### src/design/umio_pkg.sv
package umio_pkg;

	// Host side and link side data widths
	typedef logic [7:0]  byte_t;
	typedef logic [15:0] word_t;
	typedef logic [7:0]  reg_addr_t;

	// Opens every host write frame
	localparam byte_t SYNC_BYTE = 8'hA5;

	localparam reg_addr_t ADDR_CTRL = 8'h00;
	localparam reg_addr_t ADDR_TX   = 8'h01;

	// Start, 16 data bits MSB first, odd parity, stop
	localparam int FRAME_BITS = 19;

	typedef enum logic [1:0] {
		DEC_IDLE,
		DEC_ADDR,
		DEC_DATA_HI,
		DEC_DATA_LO
	} dec_state_t;

	typedef enum logic [2:0] {
		TX_IDLE,
		TX_START,
		TX_DATA,
		TX_PARITY,
		TX_STOP
	} tx_state_t;

	typedef enum logic [2:0] {
		RX_IDLE,
		RX_START,
		RX_DATA,
		RX_PARITY,
		RX_STOP
	} rx_state_t;

endpackage

### src/design/usb_decoder.sv
module usb_decoder import umio_pkg::*; (
	input  logic      clk,
	input  logic      rst_n,
	input  byte_t     usb_d,
	input  logic      usb_valid,
	output reg_addr_t wr_addr,
	output word_t     wr_data,
	output logic      wr_en
);

	dec_state_t state;

	// Frame state and write strobe
	always_ff @(posedge clk) begin
		if (!rst_n) begin
			state <= DEC_IDLE;
			wr_en <= 1'b0;
		end else begin
			wr_en <= 1'b0;
			if (usb_valid) begin
				case (state)
					DEC_IDLE: begin
						// Anything but the sync byte is dropped here
						if (usb_d == SYNC_BYTE) begin
							state <= DEC_ADDR;
						end
					end
					DEC_ADDR: begin
						state <= DEC_DATA_HI;
					end
					DEC_DATA_HI: begin
						state <= DEC_DATA_LO;
					end
					DEC_DATA_LO: begin
						wr_en <= 1'b1;
						state <= DEC_IDLE;
					end
					default: begin
						state <= DEC_IDLE;
					end
				endcase
			end
		end
	end

	// Address and data capture
	always_ff @(posedge clk) begin
		if (usb_valid) begin
			case (state)
				DEC_ADDR: begin
					wr_addr <= usb_d;
				end
				DEC_DATA_HI: begin
					wr_data[15:8] <= usb_d;
				end
				DEC_DATA_LO: begin
					wr_data[7:0] <= usb_d;
				end
				default: begin
				end
			endcase
		end
	end

endmodule

### src/design/usb_ctrl_regs.sv
module usb_ctrl_regs import umio_pkg::*; (
	input  logic      clk,
	input  logic      rst_n,
	input  reg_addr_t wr_addr,
	input  word_t     wr_data,
	input  logic      wr_en,
	input  logic      tx_busy,
	output logic      com1_en,
	output logic      com2_en,
	output logic      dat_sel,
	output word_t     tx_word,
	output logic      tx_start
);

	logic tx_accept;

	// A launch only goes out while the master is idle
	assign tx_accept = wr_en && (wr_addr == ADDR_TX) && !tx_busy;

	// Control bits and launch strobe
	always_ff @(posedge clk) begin
		if (!rst_n) begin
			com1_en  <= 1'b1;
			com2_en  <= 1'b1;
			dat_sel  <= 1'b0;
			tx_start <= 1'b0;
		end else begin
			tx_start <= tx_accept;
			if (wr_en && (wr_addr == ADDR_CTRL)) begin
				com1_en <= wr_data[0];
				com2_en <= wr_data[1];
				dat_sel <= wr_data[2];
			end
		end
	end

	// Transmit word
	always_ff @(posedge clk) begin
		if (tx_accept) begin
			tx_word <= wr_data;
		end
	end

endmodule

### src/design/hsi_master.sv
module hsi_master import umio_pkg::*; #(
	parameter int BIT_DIV = 8
) (
	input  logic  clk,
	input  logic  rst_n,
	input  word_t tx_word,
	input  logic  tx_start,
	input  logic  com1_en,
	input  logic  com2_en,
	output logic  com1,
	output logic  com2,
	output logic  tx_busy
);

	localparam int CNT_W = $clog2(BIT_DIV);
	localparam logic [CNT_W-1:0] CNT_LAST = CNT_W'(BIT_DIV - 1);
	// Slot 0 is the start bit and data runs in slots 1 to 16
	localparam logic [4:0] LAST_DATA_SLOT = 5'(FRAME_BITS - 3);

	tx_state_t        state;
	logic [CNT_W-1:0] cnt;
	logic [4:0]       slot;
	word_t            shreg;
	logic             parity;
	logic             line;
	logic [1:0]       line_en;

	// Lines that are off for this frame rest at 1
	assign com1 = line | ~line_en[0];
	assign com2 = line | ~line_en[1];

	always_ff @(posedge clk) begin
		if (!rst_n) begin
			state   <= TX_IDLE;
			cnt     <= '0;
			slot    <= '0;
			parity  <= 1'b1;
			line    <= 1'b1;
			line_en <= 2'b11;
			tx_busy <= 1'b0;
		end else if (state == TX_IDLE) begin
			if (tx_start) begin
				shreg   <= tx_word;
				line_en <= {com2_en, com1_en};
				line    <= 1'b0;
				parity  <= 1'b1;
				cnt     <= '0;
				slot    <= '0;
				tx_busy <= 1'b1;
				state   <= TX_START;
			end
		end else if (cnt != CNT_LAST) begin
			cnt <= cnt + 1'b1;
		end else begin
			// Next slot goes out at the end of each bit period
			cnt  <= '0;
			slot <= slot + 1'b1;
			case (state)
				TX_START, TX_DATA: begin
					if (state == TX_DATA && slot == LAST_DATA_SLOT) begin
						line  <= parity;
						state <= TX_PARITY;
					end else begin
						line   <= shreg[15];
						parity <= parity ^ shreg[15];
						shreg  <= {shreg[14:0], 1'b0};
						state  <= TX_DATA;
					end
				end
				TX_PARITY: begin
					line  <= 1'b1;
					state <= TX_STOP;
				end
				default: begin
					tx_busy <= 1'b0;
					state   <= TX_IDLE;
				end
			endcase
		end
	end

endmodule

### src/design/hsi_slave.sv
module hsi_slave import umio_pkg::*; #(
	parameter int BIT_DIV = 8
) (
	input  logic  clk,
	input  logic  rst_n,
	input  logic  dat1,
	input  logic  dat2,
	input  logic  dat_sel,
	output word_t rx_word,
	output logic  rx_valid,
	output logic  rx_err
);

	localparam int CNT_W = $clog2(BIT_DIV);
	localparam logic [CNT_W-1:0] CNT_LAST = CNT_W'(BIT_DIV - 1);
	// Counter starts one cycle after the edge is seen
	localparam logic [CNT_W-1:0] CNT_MID = CNT_W'(BIT_DIV / 2 - 1);
	localparam logic [4:0] LAST_DATA_SLOT = 5'(FRAME_BITS - 3);

	rx_state_t        state;
	logic [CNT_W-1:0] cnt;
	logic [4:0]       slot;
	word_t            shreg;
	logic             parity;
	logic             par_err;
	logic             sync1;
	logic             sync2;
	logic             line_d;
	logic             fall;
	logic             sample;

	assign fall   = line_d & ~sync2;
	assign sample = (cnt == CNT_MID);

	// Selected line through two flops and one more for the edge
	always_ff @(posedge clk) begin
		if (!rst_n) begin
			sync1  <= 1'b1;
			sync2  <= 1'b1;
			line_d <= 1'b1;
		end else begin
			sync1  <= dat_sel ? dat2 : dat1;
			sync2  <= sync1;
			line_d <= sync2;
		end
	end

	always_ff @(posedge clk) begin
		if (!rst_n) begin
			state    <= RX_IDLE;
			cnt      <= '0;
			slot     <= '0;
			parity   <= 1'b1;
			par_err  <= 1'b0;
			rx_valid <= 1'b0;
			rx_err   <= 1'b0;
		end else begin
			rx_valid <= 1'b0;
			rx_err   <= 1'b0;
			cnt      <= (cnt == CNT_LAST) ? '0 : cnt + 1'b1;
			case (state)
				RX_IDLE: begin
					if (fall) begin
						cnt   <= '0;
						state <= RX_START;
					end
				end
				RX_START: begin
					// A high line mid start bit is a glitch
					if (sample) begin
						slot   <= 5'd1;
						parity <= 1'b1;
						state  <= sync2 ? RX_IDLE : RX_DATA;
					end
				end
				RX_DATA: begin
					if (sample) begin
						shreg  <= {shreg[14:0], sync2};
						parity <= parity ^ sync2;
						slot   <= slot + 1'b1;
						if (slot == LAST_DATA_SLOT) begin
							state <= RX_PARITY;
						end
					end
				end
				RX_PARITY: begin
					if (sample) begin
						par_err <= (sync2 != parity);
						state   <= RX_STOP;
					end
				end
				default: begin
					if (sample) begin
						if (sync2 && !par_err) begin
							rx_valid <= 1'b1;
						end else begin
							rx_err <= 1'b1;
						end
						state <= RX_IDLE;
					end
				end
			endcase
		end
	end

	// Word register loads with the stop sample
	always_ff @(posedge clk) begin
		if (state == RX_STOP && sample) begin
			rx_word <= shreg;
		end
	end

endmodule

### src/design/umio_base.sv
module umio_base import umio_pkg::*; #(
	parameter int BIT_DIV = 8
) (
	input  logic  clk,
	input  logic  rst_n,
	input  byte_t usb_d,
	input  logic  usb_valid,
	input  logic  dat1,
	input  logic  dat2,
	output logic  com1,
	output logic  com2,
	output word_t rx_word,
	output logic  rx_valid,
	output logic  rx_err
);

	reg_addr_t wr_addr;
	word_t     wr_data;
	logic      wr_en;

	logic  com1_en;
	logic  com2_en;
	logic  dat_sel;
	word_t tx_word;
	logic  tx_start;
	logic  tx_busy;

	// Host byte stream into register writes
	usb_decoder usb_dc (
		.clk       (clk),
		.rst_n     (rst_n),
		.usb_d     (usb_d),
		.usb_valid (usb_valid),
		.wr_addr   (wr_addr),
		.wr_data   (wr_data),
		.wr_en     (wr_en)
	);

	usb_ctrl_regs usb_regs (
		.clk      (clk),
		.rst_n    (rst_n),
		.wr_addr  (wr_addr),
		.wr_data  (wr_data),
		.wr_en    (wr_en),
		.tx_busy  (tx_busy),
		.com1_en  (com1_en),
		.com2_en  (com2_en),
		.dat_sel  (dat_sel),
		.tx_word  (tx_word),
		.tx_start (tx_start)
	);

	// Command lines out
	hsi_master #(
		.BIT_DIV (BIT_DIV)
	) hsi_mstr (
		.clk      (clk),
		.rst_n    (rst_n),
		.tx_word  (tx_word),
		.tx_start (tx_start),
		.com1_en  (com1_en),
		.com2_en  (com2_en),
		.com1     (com1),
		.com2     (com2),
		.tx_busy  (tx_busy)
	);

	// Data lines in
	hsi_slave #(
		.BIT_DIV (BIT_DIV)
	) hsi_slv (
		.clk      (clk),
		.rst_n    (rst_n),
		.dat1     (dat1),
		.dat2     (dat2),
		.dat_sel  (dat_sel),
		.rx_word  (rx_word),
		.rx_valid (rx_valid),
		.rx_err   (rx_err)
	);

endmodule

### config.mk
export PLATFORM = sky130hd
export DESIGN_NAME = umio_base
export DESIGN_NICKNAME = d
export VERILOG_FILES = /design/src/design/umio_pkg.sv /design/src/design/usb_decoder.sv /design/src/design/usb_ctrl_regs.sv /design/src/design/hsi_master.sv /design/src/design/hsi_slave.sv /design/src/design/umio_base.sv
export SDC_FILE = /design/constraint.sdc
export NUM_CORES = 1
export LEC_CHECK = 0
export ABC_AREA = 1
export BUFFER_PORTS_ARGS = -buffer_cell sky130_fd_sc_hd__buf_2
export CAP_MARGIN = 20
export CORE_UTILIZATION = 64
export DETAILED_ROUTE_END_ITERATION = 8
export PLACE_DENSITY = 0.94
export SLEW_MARGIN = 20
export SYNTH_ARGS = -nofsm -noshare
export SYNTH_HDL_FRONTEND = slang
export SYNTH_SLANG_ARGS = --single-unit
### constraint.sdc
create_clock -name clk -period 9.35 [get_ports clk]
set_clock_uncertainty 0.05 [all_clocks]
set_input_delay 0.4675 -clock clk [delete_from_list [all_inputs] [get_ports clk]]
set_output_delay 0.4675 -clock clk [all_outputs]
set_load 0.03 [all_outputs]
==> summary.txt <==
Run status
  • Outcome: finished, final reports clean

Final layout
  • Final Cell Area: 5830 um^2
  • # diodes: 0
  • Fin cells: 599
  • Share of cells above drive strength 1: 18.0%
  • Utilization of the core after routing: 78.7%
  • Seq. cell area: 3460 um^2
  • Multi-input logic area: 1310 um^2
  • # fillers: 373
  • Area grow syn2layout: 16.8%
  • Commonest non-fill, non-tap cell in the layout: nand2_1
  • Final Net Count: 513
  • Most frequent cells in the layout: nand2_1 (109), edfxtp_1 (88), inv_1 (48)

Setup path
  • Delay-heaviest family, CP: simple AND/OR/NAND/NOR gates
  • Crit Reg-Reg Endpoint: hsi_mstr.shreg[3]$_DFFE_PP_
  • Slowest cell on the critical path: nor2_2
  • Worst-path cell chain: inv_1 > ha_1 > nand3_1 > nor2_1 > nor2_1 > nand2_1 > nor2_2
  • Most common cell on crit path: nor2_1
  • FF-to-FF Start: hsi_mstr.slot[1]$_SDFFE_PN0P_
  • Startpoint types: flip-flop
  • Max incr delay on CP: 600 ps
  • Buffers plus inverters on the worst setup path: 1
  • Flop-to-flop setup slack: 7210 ps
  • Reg2reg path depth: 7
  • Worst setup path class: flip-flop to flip-flop
  • Required @ worst endpoint: 9460 ps
  • Critical path fanouts, max: 16
  • Worst EP arrival: 2250 ps
  • Crit end category: flip-flop

Power
  • Worst vdd ir: 0.168 mV
  • Total power: 1.28 mW
  • Leakage: 2.39 nW
  • Cell Pwr Density: 220 nW/um^2

Timing
  • Fin. max-slew vios: 0
  • Unrepaired setup endpoints after global routing: false
  • Least-Margin Pin Slew: 770 ps
  • Rel. slew slack: 48.6%
  • FMAX: 467 MHz
  • Share of the clock period used by the worst path: 22.9%
  • Setup violations, final: 0
  • Worst hold slack: 105 ps
  • Min Clock Period, post-route: 2140 ps
  • Final worst setup slack: 7210 ps
  • Final setup TNS: 0 ps
  • Hold Fails Final Rpt: 0

Hold path
  • Hold EP: usb_dc.wr_data[14]$_DFFE_PP_
  • Type of the worst min-delay path: input port to flip-flop
  • Hold_sp: usb_d[6]
  • Hold depth: 1

Route
  • Vias after detailed routing: 3,448
  • TritonRoute pass-1 iters: 5
  • Drt wl/cell: 18.4 um
  • Post-route ant nets: 0
  • Routed wire length: 11,000 um
  • DRC Markers: 0
  • DR iter-0 viols: 371
  • Vias per cell: 5.76

Logic synthesis
  • Yosys warning count: 0
  • Syn_area_per_cell: 11.3 um^2
  • Flops & latches, synth: 129
  • Synthesized instance count: 440
  • Syn_nets: 466
  • Post-synth EDFFs: 88
  • Synthesized area: 4990 um^2
  • Synth cell types: 28
  • Sequential fraction of the synthesis area: 69.4%
  • Synth Flop Type: edfxtp_1
  • Async S/R FF share, synth: 0%

Die
  • Rows: 31
  • Die Wd: 90.3 um
  • Io pins: 33
  • Chip Height: 90.3 um
  • Core Box Area: 7410 um^2
  • Die area: 8150 um^2
  • Initial core utilization: 67.4%

Clock tree
  • Root Driver: clkbuf_8
  • # hold bufs at CTS: 0
  • Clock sink total: 129
  • Worst-Skew Late Latency: 540 ps
  • Clk slew on worst S/H paths: 70 ps
  • CTS tree: yes
  • Clk buf depth: 2
  • Total number of H-tree levels: 4
  • CTS resizes: 0
  • Num CTS Buffers: 17
  • Post-CTS Repair Setup Buffers: 0

Job
  • # Max-Cap Violations: 0

Place
  • Post-DP HPWL: 6280 um
  • Count of input and output buffers: 32
  • Setup Slack @ Placement: 6820 ps
  • Area after DPL: 5260 um^2
  • Global placer's final weighted congestion: 0.805
  • Dpl cells: 567

GRT
  • Largest net degree at the start of global routing: 24
  • GRT Overall Usage: 29.2%
  • Initial antenna violation count: 0
  • Total grt overflow: 0
  • Vias in the first global route: 3,562
  • First-pass GRT wire length: 17,700 um
==> report_power, final <==
part           total (mW)  internal [mW]  switching (mW)
clock network       0.630          0.360           0.270
registers           0.616          0.611         0.00540
logic              0.0333         0.0100          0.0233
==> synthesized netlist by cell type (4+ instances only) <==
master / n / area share, %
a21oi_1: 19 / 1.9
o21ai_0: 11 / 1.1
nand3_1: 31 / 3.1
inv_2: 4 / 0.30
nand2_2: 6 / 0.75
nor3_1: 4 / 0.40
edfxtp_1: 88 / 53
inv_1: 48 / 3.6
ha_1: 13 / 3.3
dfxtp_1: 41 / 16
nor2_1: 36 / 2.7
nand2_1: 109 / 8.2
==> metal layers <==
layer | vias to the layer above | GRT usage [%] | wire (um)
met2 | 185 | 48.4 | 5670
met3 | 36 | 8.84 | 824
met5 | - | 0 | 0
met4 | 0 | 16.0 | 374
met1 | 1659 | 34.3 | 4150
li1 | 1568 | - | -
==> logic make-up after synthesis <==
family,count (synthesis),synth area share (%)
and+or+nand+nor,204,18.4
adders and majority gates,13,3.26
buffers and inverters,58,4.74
DFF,129,69.4
AOI/OAI and AO/OA,33,3.66
xor gates and xnor gates,3,0.527
==> area by class of cell <==
class | count | area share (%)
Multi-Input combinational cell | 253 | 22.5
Inverter | 52 | 3.35
Sequential cell | 129 | 59.4
Clock buffer | 17 | 7.11
Clock inverter | 15 | 2.51
Timing Repair Buffer | 34 | 3.01
Tap cell | 99 | 2.13
==> how the worst max path moves through the flow <==
stage	from	slack, ps	endpoint	cells after the start
after CTS	hsi_mstr.cnt[0]$_SDFFE_PN0P_	6850	hsi_mstr.shreg[4]$_DFFE_PP_	6
after floorplan	hsi_slv.cnt[0]$_SDFF_PN0_	6420	hsi_slv.rx_word[0]$_DFFE_PP_	4
after detailed placement	rst_n	6820	hsi_mstr.shreg[11]$_DFFE_PP_	3
after global routing	hsi_mstr.cnt[0]$_SDFFE_PN0P_	7060	hsi_mstr.shreg[5]$_DFFE_PP_	6
final	hsi_mstr.slot[1]$_SDFFE_PN0P_	7210	hsi_mstr.shreg[3]$_DFFE_PP_	7
after global placement	rst_n	6930	hsi_mstr.shreg[5]$_DFFE_PP_	3
==> sequential cells by signal, summed over array words and instances (netlist names), 5 cells and up <==
signal and flops:
hsi_slv.rx_word 16, hsi_mstr.slot 5, hsi_slv.slot 5, usb_dc.wr_addr 8
usb_dc.wr_data 16, hsi_mstr.shreg 16, usb_regs.tx_word 16, hsi_slv.shreg 16
==> worst register-to-register path, delay by kind of cell, from the launching register on <==
kind          cells  cell delay (ps)
fa+ha+maj         1              190
buf+inv           1              100
simple gates      5             1030
flops             1              400
(Power assumes the default switching activity.)
